**config.mk**
```make
export PLATFORM = sky130hd
export DESIGN_NAME = xif_tile_top
export DESIGN_NICKNAME = d
export VERILOG_FILES = /design/src/hw/xif_tile_pkg.sv /design/src/hw/xif_issue_if.sv /design/src/hw/xif_rule_regs.sv /design/src/hw/xif_inst_demux.sv /design/src/hw/xif_coproc_queue.sv /design/src/hw/xif_tile_top.sv
export SDC_FILE = /design/constraint.sdc
export NUM_CORES = 1
export LEC_CHECK = 0
export BUFFER_PORTS_ARGS = -buffer_cell sky130_fd_sc_hd__buf_2
export CAP_MARGIN = 20
export CELL_PAD_IN_SITES_DETAIL_PLACEMENT = 1
export CELL_PAD_IN_SITES_GLOBAL_PLACEMENT = 1
export CORE_ASPECT_RATIO = 1.5
export CORE_UTILIZATION = 35
export CTS_BUF_LIST = sky130_fd_sc_hd__clkbuf_4 sky130_fd_sc_hd__clkbuf_8 sky130_fd_sc_hd__clkbuf_16
export DETAILED_ROUTE_END_ITERATION = 10
export GPL_ROUTABILITY_DRIVEN = 1
export PLACE_DENSITY_LB_ADDON = 0.1
export SLEW_MARGIN = 0
export SYNTH_ARGS = -nofsm -noshare
export SYNTH_HDL_FRONTEND = slang
export SYNTH_HIERARCHICAL = 1
export SYNTH_SLANG_ARGS = --single-unit
export TNS_END_PERCENT = 100
```
**constraint.sdc**
```tcl
create_clock -name clk_i -period 3.69 [get_ports clk_i]
set_input_delay 0.738 -clock clk_i [delete_from_list [all_inputs] [get_ports clk_i]]
set_output_delay 0.738 -clock clk_i [all_outputs]
set_load 0.005 [all_outputs]
```
**src/hw/xif_tile_pkg.sv**
```systemverilog
// Geometry and reset rules for a three coprocessor tile that routes by the major opcode only
package xif_tile_pkg;

  localparam int unsigned N_COPROC    = 3;  // Coprocessors behind the demux
  localparam int unsigned N_OPCODE    = 2;  // Opcode slots held per coprocessor
  localparam int unsigned DEFAULT_IDX = 0;  // Target for opcodes that match no rule

  localparam int unsigned OPCODE_OFF = 0;  // LSB of the major opcode in the instruction
  localparam int unsigned OPCODE_W   = 7;  // Width of the major opcode

  localparam int unsigned XIF_ID_W = 4;  // Instruction id width on the issue channel

  localparam int unsigned AXI_ADDR_W = 8;                 // Config bus address width
  localparam int unsigned AXI_DATA_W = 32;                // Config bus data width
  localparam int unsigned AXI_STRB_W = AXI_DATA_W / 8;    // One strobe bit per byte
  localparam int unsigned AXI_WORD_W = AXI_ADDR_W - 2;    // Word index bits above the byte offset

  localparam int unsigned DRAIN_GAP = 3;                      // Cycles a queue head waits
  localparam int unsigned GAP_W     = $clog2(DRAIN_GAP + 1);  // Gap counter width

  localparam int unsigned RULE_W = N_COPROC * N_OPCODE * OPCODE_W;  // Flat table width

  typedef logic [31:0]             instr_t;       // Full instruction word
  typedef logic [OPCODE_W-1:0]     opcode_t;      // Major opcode field
  typedef logic [XIF_ID_W-1:0]     xif_id_t;      // Issue id
  typedef logic [RULE_W-1:0]       rule_tbl_t;    // Entry i*N_OPCODE+j is coprocessor i slot j
  typedef logic [N_COPROC-1:0]     coproc_sel_t;  // One bit per coprocessor
  typedef logic [AXI_ADDR_W-1:0]   axi_addr_t;    // Config bus address
  typedef logic [AXI_DATA_W-1:0]   axi_data_t;    // Config bus data
  typedef logic [AXI_STRB_W-1:0]   axi_strb_t;    // Config bus write strobes
  typedef logic [AXI_WORD_W-1:0]   axi_word_t;    // Register index

  // Reset table listed from the top entry down to entry 0
  localparam rule_tbl_t RULE_RST = {
    opcode_t'(7'h7B),  // Coprocessor 2 slot 1
    opcode_t'(7'h5B),  // Coprocessor 2 slot 0
    opcode_t'(7'h2B),  // Coprocessor 1 slot 1
    opcode_t'(7'h0B),  // Coprocessor 1 slot 0
    opcode_t'(7'h7F),  // Coprocessor 0 slot 1 holds an opcode that is never issued
    opcode_t'(7'h7F)   // Coprocessor 0 slot 0 so it only ever takes the default
  };

  localparam logic [1:0] AXI_RESP_OKAY   = 2'b00;  // Normal access
  localparam logic [1:0] AXI_RESP_SLVERR = 2'b10;  // Bad address or partial write

  // Retire stage of each coprocessor queue
  typedef enum logic [1:0] {
    IDLE,    // Nothing at the head
    WAIT,    // Head is counting down its service gap
    RETIRE   // Head leaves with a one cycle pulse
  } queue_state_e;

endpackage : xif_tile_pkg

```
**src/hw/xif_issue_if.sv**
```systemverilog
// Issue channel subset of the extension interface without commit memory or result traffic
interface xif_issue_if
  import xif_tile_pkg::*;
();

  logic    issue_valid;  // Core offers an instruction
  logic    issue_ready;  // Coprocessor side can take it
  instr_t  instr;        // Offered instruction word
  xif_id_t id;           // Id that comes back on retire
  logic    accept;       // Coprocessor will execute it
  logic    writeback;    // Coprocessor will write a register

  // Core side drives the request and sees the response
  modport core (
    output issue_valid,
    output instr,
    output id,
    input  issue_ready,
    input  accept,
    input  writeback
  );

  // Coprocessor side mirrors the core
  modport coproc (
    input  issue_valid,
    input  instr,
    input  id,
    output issue_ready,
    output accept,
    output writeback
  );

endinterface : xif_issue_if

```
**src/hw/xif_rule_regs.sv**
```systemverilog
// Single outstanding AXI4-Lite slave where partial writes and addresses past the table get SLVERR
module xif_rule_regs
  import xif_tile_pkg::*;
(
  input  logic       clk_i,
  input  logic       arst_n_i,
  input  logic       s_axi_awvalid_i,
  output logic       s_axi_awready_o,
  input  axi_addr_t  s_axi_awaddr_i,
  input  logic       s_axi_wvalid_i,
  output logic       s_axi_wready_o,
  input  axi_data_t  s_axi_wdata_i,
  input  axi_strb_t  s_axi_wstrb_i,
  output logic       s_axi_bvalid_o,
  input  logic       s_axi_bready_i,
  output logic [1:0] s_axi_bresp_o,
  input  logic       s_axi_arvalid_i,
  output logic       s_axi_arready_o,
  input  axi_addr_t  s_axi_araddr_i,
  output logic       s_axi_rvalid_o,
  input  logic       s_axi_rready_i,
  output axi_data_t  s_axi_rdata_o,
  output logic [1:0] s_axi_rresp_o,
  output rule_tbl_t  rule_tbl_o
);

  rule_tbl_t  rule_tbl_q;    // Live routing table
  logic       bvalid_q;      // Write response pending
  logic       rvalid_q;      // Read response pending
  logic [1:0] bresp_q;       // Stored write response code
  logic [1:0] rresp_q;       // Stored read response code
  axi_data_t  rdata_q;       // Stored read data
  logic       wr_hs;         // Address and data taken together
  logic       rd_hs;         // Read address taken
  logic       wr_err;        // Write is refused
  logic       rd_err;        // Read is refused
  axi_word_t  wr_word;       // Register index of the write
  axi_word_t  rd_word;       // Register index of the read
  axi_data_t  rd_word_data;  // Packed view of the addressed register

  assign wr_word = s_axi_awaddr_i[AXI_ADDR_W-1:2];  // Byte offset is ignored
  assign rd_word = s_axi_araddr_i[AXI_ADDR_W-1:2];  // Same decode for reads

  assign wr_err = (s_axi_awaddr_i >= axi_addr_t'(4 * N_COPROC))
                | (s_axi_wstrb_i != '1);  // Only full word writes land
  assign rd_err = s_axi_araddr_i >= axi_addr_t'(4 * N_COPROC);  // Past the last register

  // Both channels are taken in one cycle and only while no response is pending
  assign s_axi_awready_o = s_axi_awvalid_i & s_axi_wvalid_i & ~bvalid_q;
  assign s_axi_wready_o  = s_axi_awready_o;  // Address and data rise together
  assign wr_hs           = s_axi_awready_o;  // Ready already implies both valids

  assign s_axi_arready_o = ~rvalid_q;                   // Free while no read data waits
  assign rd_hs           = s_axi_arvalid_i & ~rvalid_q;  // Address accepted this cycle

  assign s_axi_bvalid_o = bvalid_q;
  assign s_axi_bresp_o  = bresp_q;
  assign s_axi_rvalid_o = rvalid_q;
  assign s_axi_rresp_o  = rresp_q;
  assign s_axi_rdata_o  = rdata_q;
  assign rule_tbl_o     = rule_tbl_q;  // New rules act from the cycle after the write

  // Slot j of a register sits in byte j with the upper bit of the byte zero
  always_comb begin
    rd_word_data = '0;
    for (int i = 0; i < N_COPROC; i++) begin
      if (rd_word == axi_word_t'(i)) begin
        for (int j = 0; j < N_OPCODE; j++) begin
          rd_word_data[j*8 +: OPCODE_W] = rule_tbl_q[(i*N_OPCODE+j)*OPCODE_W +: OPCODE_W];
        end
      end
    end
  end

  always_ff @(posedge clk_i or negedge arst_n_i) begin
    if (!arst_n_i) begin
      rule_tbl_q <= RULE_RST;  // Default routing after reset
    end else if (wr_hs && !wr_err) begin
      for (int i = 0; i < N_COPROC; i++) begin
        if (wr_word == axi_word_t'(i)) begin
          for (int j = 0; j < N_OPCODE; j++) begin
            rule_tbl_q[(i*N_OPCODE+j)*OPCODE_W +: OPCODE_W] <= s_axi_wdata_i[j*8 +: OPCODE_W];
          end
        end
      end
    end
  end

  // Response valids hold until the master takes them
  always_ff @(posedge clk_i or negedge arst_n_i) begin
    if (!arst_n_i) begin
      bvalid_q <= 1'b0;
      rvalid_q <= 1'b0;
    end else begin
      if (wr_hs) begin
        bvalid_q <= 1'b1;  // Response one cycle after the handshake
      end else if (s_axi_bready_i) begin
        bvalid_q <= 1'b0;
      end
      if (rd_hs) begin
        rvalid_q <= 1'b1;  // Data one cycle after the address
      end else if (s_axi_rready_i) begin
        rvalid_q <= 1'b0;
      end
    end
  end

  always_ff @(posedge clk_i) begin
    if (wr_hs) begin
      bresp_q <= wr_err ? AXI_RESP_SLVERR : AXI_RESP_OKAY;
    end
    if (rd_hs) begin
      rresp_q <= rd_err ? AXI_RESP_SLVERR : AXI_RESP_OKAY;
      rdata_q <= rd_err ? '0 : rd_word_data;  // Refused reads return zero
    end
  end

endmodule : xif_rule_regs

```
**src/hw/xif_inst_demux.sv**
```systemverilog
// Purely combinational router so ready and the response pass through in the same cycle
module xif_inst_demux
  import xif_tile_pkg::*;
(
  xif_issue_if.coproc issue_if_i,            // From the core
  xif_issue_if.core   issue_if_o [N_COPROC],  // Toward each coprocessor queue
  input rule_tbl_t    rule_tbl_i             // Live routing table
);

  opcode_t     opcode;         // Major opcode of the offered instruction
  coproc_sel_t opcode_match;   // Coprocessors that list this opcode
  coproc_sel_t sel_raw;        // Matches or the default when nothing matched
  coproc_sel_t sel;            // One hot target after priority
  coproc_sel_t ready_vec;      // Ready from every queue
  coproc_sel_t accept_vec;     // Accept from every queue
  coproc_sel_t writeback_vec;  // Writeback from every queue

  assign opcode = issue_if_i.instr[OPCODE_OFF +: OPCODE_W];

  // Any slot of a coprocessor that holds the opcode makes it a candidate
  always_comb begin
    opcode_match = '0;
    for (int i = 0; i < N_COPROC; i++) begin
      for (int j = 0; j < N_OPCODE; j++) begin
        if (rule_tbl_i[(i*N_OPCODE+j)*OPCODE_W +: OPCODE_W] == opcode) begin
          opcode_match[i] = 1'b1;
        end
      end
    end
  end

  // Unmatched opcodes fall back to the default coprocessor
  assign sel_raw = (|opcode_match) ? opcode_match : (coproc_sel_t'(1) << DEFAULT_IDX);

  // Keep the lowest set bit so the lowest index wins a tie
  assign sel = sel_raw & (~sel_raw + coproc_sel_t'(1));

  for (genvar i = 0; i < N_COPROC; i++) begin : g_fwd
    // Unselected coprocessors see an idle channel with zero payload
    assign issue_if_o[i].issue_valid = issue_if_i.issue_valid & sel[i];
    assign issue_if_o[i].instr       = sel[i] ? issue_if_i.instr : '0;
    assign issue_if_o[i].id          = sel[i] ? issue_if_i.id : '0;

    assign ready_vec[i]     = issue_if_o[i].issue_ready;  // Gathered for the return mux
    assign accept_vec[i]    = issue_if_o[i].accept;
    assign writeback_vec[i] = issue_if_o[i].writeback;
  end

  // Select is one hot so an AND-OR reduction picks the single target
  assign issue_if_i.issue_ready = |(ready_vec & sel);
  assign issue_if_i.accept      = |(accept_vec & sel);
  assign issue_if_i.writeback   = |(writeback_vec & sel);

endmodule : xif_inst_demux

```
**src/hw/xif_coproc_queue.sv**
```systemverilog
// Ready comes from a flop so it is low in reset and funct3 of 3'b111 is rejected without storage
module xif_coproc_queue
  import xif_tile_pkg::*;
#(
  parameter int unsigned DEPTH = 4  // Ids the queue can hold
) (
  input  logic        clk_i,
  input  logic        arst_n_i,
  xif_issue_if.coproc issue_if_i,      // Routed issue channel
  output logic        retire_valid_o,  // One cycle pulse per retired id
  output xif_id_t     retire_id_o      // Id leaving the queue
);

  localparam int unsigned PTR_W = (DEPTH > 1) ? $clog2(DEPTH) : 1;  // Slot index width
  localparam int unsigned CNT_W = $clog2(DEPTH + 1);              // Fill level width

  xif_id_t          mem_q [DEPTH];  // Stored ids in issue order
  logic [PTR_W-1:0] wr_ptr_q;       // Next free slot
  logic [PTR_W-1:0] rd_ptr_q;       // Current head
  logic [CNT_W-1:0] cnt_q;          // Entries held
  logic [CNT_W-1:0] cnt_d;          // Entries after this edge
  logic             ready_q;        // Not full as seen this cycle
  logic             accept;         // Instruction is one we execute
  logic             push;           // Id enters the FIFO
  logic             pop;            // Head leaves the FIFO
  queue_state_e     state_q;        // Retire stage state
  queue_state_e     state_d;
  logic [GAP_W-1:0] gap_q;          // Remaining service gap of the head
  logic [GAP_W-1:0] gap_d;

  assign accept = issue_if_i.instr[14:12] != 3'b111;  // funct3 of all ones is not ours
  assign push   = issue_if_i.issue_valid & ready_q & accept;
  assign pop    = state_q == RETIRE;  // Retire pulse removes the head

  assign issue_if_i.issue_ready = ready_q;
  assign issue_if_i.accept      = accept;
  assign issue_if_i.writeback   = issue_if_i.instr[11:7] != 5'd0;  // Nonzero rd writes back

  assign retire_valid_o = state_q == RETIRE;
  assign retire_id_o    = mem_q[rd_ptr_q];  // Head id is only meaningful with the pulse

  always_comb begin
    cnt_d = cnt_q;
    if (push && !pop) begin
      cnt_d = cnt_q + 1'b1;
    end else if (!push && pop) begin
      cnt_d = cnt_q - 1'b1;
    end
  end

  // Head spends DRAIN_GAP cycles in WAIT and then pulses in RETIRE
  always_comb begin
    state_d = state_q;
    gap_d   = gap_q;
    unique case (state_q)
      IDLE: begin
        if (cnt_d != '0) begin
          state_d = WAIT;  // A push into an empty queue is already at the head
          gap_d   = GAP_W'(DRAIN_GAP - 1);
        end
      end
      WAIT: begin
        if (gap_q == '0) begin
          state_d = RETIRE;
        end else begin
          gap_d = gap_q - 1'b1;
        end
      end
      RETIRE: begin
        if (cnt_d != '0) begin
          state_d = WAIT;  // Next entry moves up and starts its own gap
          gap_d   = GAP_W'(DRAIN_GAP - 1);
        end else begin
          state_d = IDLE;
        end
      end
      default: state_d = IDLE;
    endcase
  end

  always_ff @(posedge clk_i or negedge arst_n_i) begin
    if (!arst_n_i) begin
      wr_ptr_q <= '0;
      rd_ptr_q <= '0;
      cnt_q    <= '0;
      ready_q  <= 1'b0;  // Core is held off until reset ends
      state_q  <= IDLE;
      gap_q    <= '0;
    end else begin
      cnt_q   <= cnt_d;
      ready_q <= cnt_d != CNT_W'(DEPTH);  // Ready tracks not full
      state_q <= state_d;
      gap_q   <= gap_d;
      if (push) begin
        wr_ptr_q <= (wr_ptr_q == PTR_W'(DEPTH - 1)) ? '0 : wr_ptr_q + 1'b1;
      end
      if (pop) begin
        rd_ptr_q <= (rd_ptr_q == PTR_W'(DEPTH - 1)) ? '0 : rd_ptr_q + 1'b1;
      end
    end
  end

  always_ff @(posedge clk_i) begin
    if (push) begin
      mem_q[wr_ptr_q] <= issue_if_i.id;
    end
  end

endmodule : xif_coproc_queue

```
**src/hw/xif_tile_top.sv**
```systemverilog
// Tile top with a single issue port and one retire port per coprocessor that each hold four ids
module xif_tile_top
  import xif_tile_pkg::*;
(
  input  logic                   clk_i,
  input  logic                   arst_n_i,
  input  logic                   issue_valid_i,
  output logic                   issue_ready_o,
  input  instr_t                 issue_instr_i,
  input  xif_id_t                issue_id_i,
  output logic                   issue_accept_o,
  output logic                   issue_writeback_o,
  input  logic                   s_axi_awvalid_i,
  output logic                   s_axi_awready_o,
  input  axi_addr_t              s_axi_awaddr_i,
  input  logic                   s_axi_wvalid_i,
  output logic                   s_axi_wready_o,
  input  axi_data_t              s_axi_wdata_i,
  input  axi_strb_t              s_axi_wstrb_i,
  output logic                   s_axi_bvalid_o,
  input  logic                   s_axi_bready_i,
  output logic [1:0]             s_axi_bresp_o,
  input  logic                   s_axi_arvalid_i,
  output logic                   s_axi_arready_o,
  input  axi_addr_t              s_axi_araddr_i,
  output logic                   s_axi_rvalid_o,
  input  logic                   s_axi_rready_i,
  output axi_data_t              s_axi_rdata_o,
  output logic [1:0]             s_axi_rresp_o,
  output coproc_sel_t            retire_valid_o,
  output xif_id_t [N_COPROC-1:0] retire_id_o
);

  rule_tbl_t rule_tbl;  // Table from the config registers to the router

  xif_issue_if core_if ();              // Core facing channel
  xif_issue_if coproc_if [N_COPROC] (); // One routed channel per queue

  assign core_if.issue_valid = issue_valid_i;  // Plain ports feed the core side
  assign core_if.instr       = issue_instr_i;
  assign core_if.id          = issue_id_i;
  assign issue_ready_o       = core_if.issue_ready;
  assign issue_accept_o      = core_if.accept;
  assign issue_writeback_o   = core_if.writeback;

  xif_rule_regs u_rule_regs (
    .clk_i           (clk_i),
    .arst_n_i        (arst_n_i),
    .s_axi_awvalid_i (s_axi_awvalid_i),
    .s_axi_awready_o (s_axi_awready_o),
    .s_axi_awaddr_i  (s_axi_awaddr_i),
    .s_axi_wvalid_i  (s_axi_wvalid_i),
    .s_axi_wready_o  (s_axi_wready_o),
    .s_axi_wdata_i   (s_axi_wdata_i),
    .s_axi_wstrb_i   (s_axi_wstrb_i),
    .s_axi_bvalid_o  (s_axi_bvalid_o),
    .s_axi_bready_i  (s_axi_bready_i),
    .s_axi_bresp_o   (s_axi_bresp_o),
    .s_axi_arvalid_i (s_axi_arvalid_i),
    .s_axi_arready_o (s_axi_arready_o),
    .s_axi_araddr_i  (s_axi_araddr_i),
    .s_axi_rvalid_o  (s_axi_rvalid_o),
    .s_axi_rready_i  (s_axi_rready_i),
    .s_axi_rdata_o   (s_axi_rdata_o),
    .s_axi_rresp_o   (s_axi_rresp_o),
    .rule_tbl_o      (rule_tbl)
  );

  xif_inst_demux u_inst_demux (
    .issue_if_i (core_if),
    .issue_if_o (coproc_if),
    .rule_tbl_i (rule_tbl)
  );

  for (genvar i = 0; i < N_COPROC; i++) begin : q_gen
    xif_coproc_queue #(
      .DEPTH (4)  // Fifth back to back issue stalls the core
    ) u_queue (
      .clk_i          (clk_i),
      .arst_n_i       (arst_n_i),
      .issue_if_i     (coproc_if[i]),
      .retire_valid_o (retire_valid_o[i]),
      .retire_id_o    (retire_id_o[i])
    );
  end

endmodule : xif_tile_top

```
[Word-level counts from Yosys, hierarchy flattened]
Memory sizes are Yosys's and may differ from the RTL's.
Cells that the tools add are included.
W data, S select, Z words.
Storage, ports and cells
  memories: 3
  register bits: 116
  output and inout port bits: 59
  bits in writable memories: 48
  input port bits: 96
Cells by class
  $add $sub $neg: 16
  bitwise operators: 20
  reduce and logical (&&, ||, !) cells: 49
  multiplexer cells: 64
  magnitude comparators: 2
  equality and inequality tests: 41
Memory list
  q_gen[0].u_queue.mem_q: depth 4, bits a word 4, read ports 1, clocked after Yosys merged registers in 0, write ports 1, RTL line xif_coproc_queue.sv:17  | xif_id_t mem_q [DEPTH];
  q_gen[1].u_queue.mem_q: depth 4, bits a word 4, read ports 1, clocked after Yosys merged registers in 0, write ports 1, RTL line xif_coproc_queue.sv:17
  q_gen[2].u_queue.mem_q: depth 4, bits a word 4, read ports 1, clocked after Yosys merged registers in 0, write ports 1, RTL line xif_coproc_queue.sv:17
Operators by type and width (number)
  $mux W15: 3
  $eq A7 B7 Y1: 6
  $mux W7: 6
  $mux W2: 20
  $mux W3: 7
  $mux W1: 19
  $eq A2 B2 Y1 const B: 9
  $ne A2 B1 Y1 const B: 9
  $ne A3 B3 Y1 const B: 6
  $pmux W2 S3: 3
  $ge A8 B4 Y1 const B: 2
  $reduce_bool A5 Y1: 3
  $add A2 B1 Y2 const B: 6
  $add A3 B1 Y3 const B: 4
  $and A1 B1 Y1: 12
  $and A3 B3 Y3: 4
  $eq A6 B1 Y1 const B: 2
  $eq A6 B2 Y1 const B: 2
  $logic_not A2 Y1: 6
  $logic_not A6 Y1: 2
  $mux W4: 3
  $pmux W2 S2: 3
  $reduce_and A2 Y1: 6
  $reduce_or A3 Y1: 4
  14 further kinds: 45

[Longest topological paths before layout]
  depth in word-level cells: 18
  gate-level depth with buffers: 13
  depth with buffers taken out: 11

[By module]
The synthesis kept the hierarchy.
Modules (own cells, without submodules)
  xif_rule_regs: seq. area each 1621.6 um^2, cells an instance 208, area an instance 2832.7 um^2, times used 1
  xif_coproc_queue (q_gen[1].u_queue ...): seq. area each 780.7 um^2, cells an instance 97, area an instance 1367.6 um^2, times used 2
  xif_inst_demux: seq. area each 0.0 um^2, cells an instance 203, area an instance 1417.6 um^2, times used 1
  xif_coproc_queue (q_gen[0].u_queue): seq. area each 780.7 um^2, cells an instance 101, area an instance 1341.3 um^2, times used 1

[Worst setup path after synthesis]
OpenSTA, ideal clock, no wires.
  path type: input to output
  start point: input port issue_instr_i[3]
  end point: output port issue_accept_o
  data required time: 2952 ps
  arrival: 2493 ps
  stages: 11
  path buffers: 2
  path slack: 459 ps
  cells stage by stage: buf_6 -> xnor2_1 -> nand4_1 -> o22a_1 -> nor3_4 -> clkbuf_2 -> and2_1 -> and3_4 -> clkinv_1 -> nor2_1 -> a222oi_1
Between the ends
  longest elaborated chain between the ends: 12
  elaborated cells on any way between the ends: 25
  those cells by class: 1 x add/sub; 9 x eq/ne; 10 x mux; 3 x bitwise; 2 x reduce/logical
Ends and longest elaborated chain
  start, declared: RTL line xif_tile_top.sv:9  | input instr_t issue_instr_i,
  $eq A7 B7 Y1: RTL line xif_inst_demux.sv:25  | if (rule_tbl_i[(i*N_OPCODE+j)*OPCODE_W +: OPCODE_W] == opcode) begin
  $mux W1 (2 in series): RTL line xif_inst_demux.sv:25
  $reduce_or A3 Y1: RTL line xif_inst_demux.sv:33  | assign sel_raw = (|opcode_match) ? opcode_match : (coproc_sel_t'(1) << DEFAULT_IDX);
  $mux W3 *: RTL line xif_inst_demux.sv:33
  $not A3 Y3: RTL line xif_inst_demux.sv:36  | assign sel = sel_raw & (~sel_raw + coproc_sel_t'(1));
  $add A3 B1 Y3: RTL line xif_inst_demux.sv:36
  $and A3 B3 Y3 *: RTL line xif_inst_demux.sv:36
  $mux W15 *: RTL line xif_inst_demux.sv:41  | assign issue_if_o[i].instr = sel[i] ? issue_if_i.instr : '0;
  named net coproc_if[2].instr[14]: RTL line xif_issue_if.sv:8  | instr_t instr;
  $ne A3 B3 Y1 *: RTL line xif_coproc_queue.sv:31  | assign accept = issue_if_i.instr[14:12] != 3'b111;
  named net coproc_if[2].accept: RTL line xif_issue_if.sv:10  | logic accept;
  $and A3 B3 Y3 *: RTL line xif_inst_demux.sv:51  | assign issue_if_i.accept = |(accept_vec & sel);
  $reduce_or A3 Y1 *: RTL line xif_inst_demux.sv:51
  end, declared: RTL line xif_tile_top.sv:11  | output logic issue_accept_o,
Mark *: on every way through the listed nets, which the timed path passes. The rest lies on a longest branch.

[Final worst setup path]
  start point: input port issue_instr_i[0]
  end point: output port issue_accept_o
The elaborated chain is that of the path after synthesis.

==> run metrics <==
status completed; Worst Setup End Kind primary output; maximum VDD drop ~260 uV; f_max 282 MHz; CTS Buffer Depth 2; Via density 4.96; share of cells above drive strength 1 between 30% and 40%; DR pass1 iterations 4; Critical Path Source issue_instr_i[0]; Crit Path Max Fanout 6; core area 0.0219 mm2; initial antenna violation count 1; first-pass GRT wire length 30100 um; grt ovf 0; Starting Density 36.0%; cts hold-fix bufs 0; reg2reg path depth 13; routability-driven placement congestion ratio 0.730; static leakage 3.81 nW; pwr dens 572 mW/mm2; critical path arrival approximately 2.8 ns; critical path data required time 2.95 ns; max-cap violations 0; top routing layer used met5; skew final 0.0163 ns; Die W about 120 um; final WL 19100 um; routed vias 5066; Area growth syn-to-layout 16.6%; met3 wire len between 500 and 600 um; final setup violation count 0; Period minus WS final 3.55 ns; largest net degree at the start of global routing 49; RSZ-0062 raised after global routing no; IO Pins approximately 160; Layout Nets about 860; CTS tree done; DR DRC count 0; crit path launch type input pin; Die H approximately 190 um; relative slew slack 36.8%; Avg Cell Area, Syn 12.4 um2; Met1 Wirelength slightly above 7000 um; Final period util between 90% and 100%; R2R Setup Slk approximately 0.67 ns; Clk Latency, worst-skew pair 0.42 ns; pins over their slew limit 0; post-synthesis instance area 0.00787 mm2; Diodes inserted 0; Site Rows 66; starting DRC count in detailed routing 175; HPWL after detailed placement 14400 um; Clock Sinks around 140; Hold WC Path Type input pin to async pin; placed cell area around 0.0085 mm2; input/output buffers 95; vias in the first global route approximately 5600; clk root buf clkbuf_16; Clock transition at path regs 0.07 ns; wire length on met2 11000 um; ANT nets after route 0; TNS Setup 0 ns; reg2reg start u_rule_regs/rule_tbl_o[15]; Fin. Hold Viols 0; Yosys Warn Count 6; Total GRT Usage 17.2%; die area 0.0231 mm2; critical path type input pin to primary output; H-tree lvl count 4; final core area utilization 42.0%; Post-Syn Instances approximately 630; worst slew pin tran around 0.94 ns; final instance area 0.00918 mm2; CTS Buf Count 17; Routed WL per cell around 19 um
[worst max-delay path: stages]
cell	delay, ns
buf_2	0.18
xnor2_1	0.24
nand3_1	0.14
o22ai_2	0.22
buf_4	0.17
nor3_4	0.04
buf_4	0.15
and2_1	0.15
and3_4	0.18
clkinv_1	0.07
nor2_1	0.05
a222oi_1	0.30
buf_2	0.19
[registers in the layout, indices dropped and copies added (netlist names)]
register,flops
q_gen.u_queue/cnt_q,9
u_rule_regs/s_axi_rdata_o,14
q_gen.u_queue/wr_ptr_q,6
u_rule_regs/s_axi_rresp_o,1
q_gen.u_queue/state_q,6
q_gen.u_queue/rd_ptr_q,6
q_gen.u_queue/mem_q,48
u_rule_regs/rule_tbl_o,42
q_gen.u_queue/gap_q,6
u_rule_regs/s_axi_bvalid_o,1
q_gen.u_queue/issue_if_i.issue_ready,3
u_rule_regs/s_axi_bresp_o,1
u_rule_regs/s_axi_rvalid_o,1
[cell type report]
type	count	area, um2
clock buffer	22	504
clock inverter	10	93.8
fill	2337	12700
inverter	33	139
multi-input combinational	425	3500
sequential	144	3960
tap	272	340
timing repair buffer	116	636
[stage by stage]
stage | std cells | hold WS (ns) | power [W] | setup WS [ns]
global placement | 988 | 0.533 | 0.00346 | 0.131
CTS | 1020 | 0.370 | 0.00535 | 0.0236
detailed placement | 988 | 0.548 | 0.00358 | 0.0459
finish | 1022 | 0.344 | 0.00525 | 0.140
global route | 1022 | 0.387 | 0.00558 | 0.00707
floorplan | 652 | 0.442 | 0.00316 | 0.557
[what timing repair did]
| item | in CTS | in global routing |
|---|---|---|
| gates resized for setup | 0 | 4 |
| endpoints found under the setup margin | 0 | 2 |
| setup buffers | 0 | 2 |
[path summary, 6_finish.rpt]
| check | end |
|---|---|
| setup / recovery | issue_accept_o |
| hold / removal | q_gen[2].u_queue/rd_ptr_q[0] |
| setup reg to reg | q_gen[1].u_queue/gap_q[0] |
| hold reg to reg | q_gen[0].u_queue/cnt_q[2] |
| max in group asynchronous | u_rule_regs/rule_tbl_o[41] |
| min in group clk_i | u_rule_regs/s_axi_rvalid_o |
[cells in the final DEF (no fill, tap or decap), types with 12 or more instances in the layout]
cell type and count:
conb_1 20, clkbuf_16 19, edfxtp_1 64, nor2_1 20, mux2i_1 16, dfrtp_1 48
and2_1 41, xnor2_1 45, nand2_1 38, inv_1 27, and3_1 12, o21ai_0 22
mux2_2 42, buf_4 22, mux4_2 12, dfstp_2 32, a21oi_1 18, ha_1 24
or2_2 17, buf_2 94
[report_power, final]
group          internal, W  switching (W)
Sequential         0.00191       0.000257
Combinational     0.000671       0.000673
Clock              0.00105       0.000692
Total              0.00363        0.00162
[layer usage]
layer  GRT usage (%)  up-vias
li1                -     2385
met1            17.9     2574
met2            34.2       89
met3            2.82       16
met4            6.22        2
met5               0        -
Power figures use the tool's default switching activity.
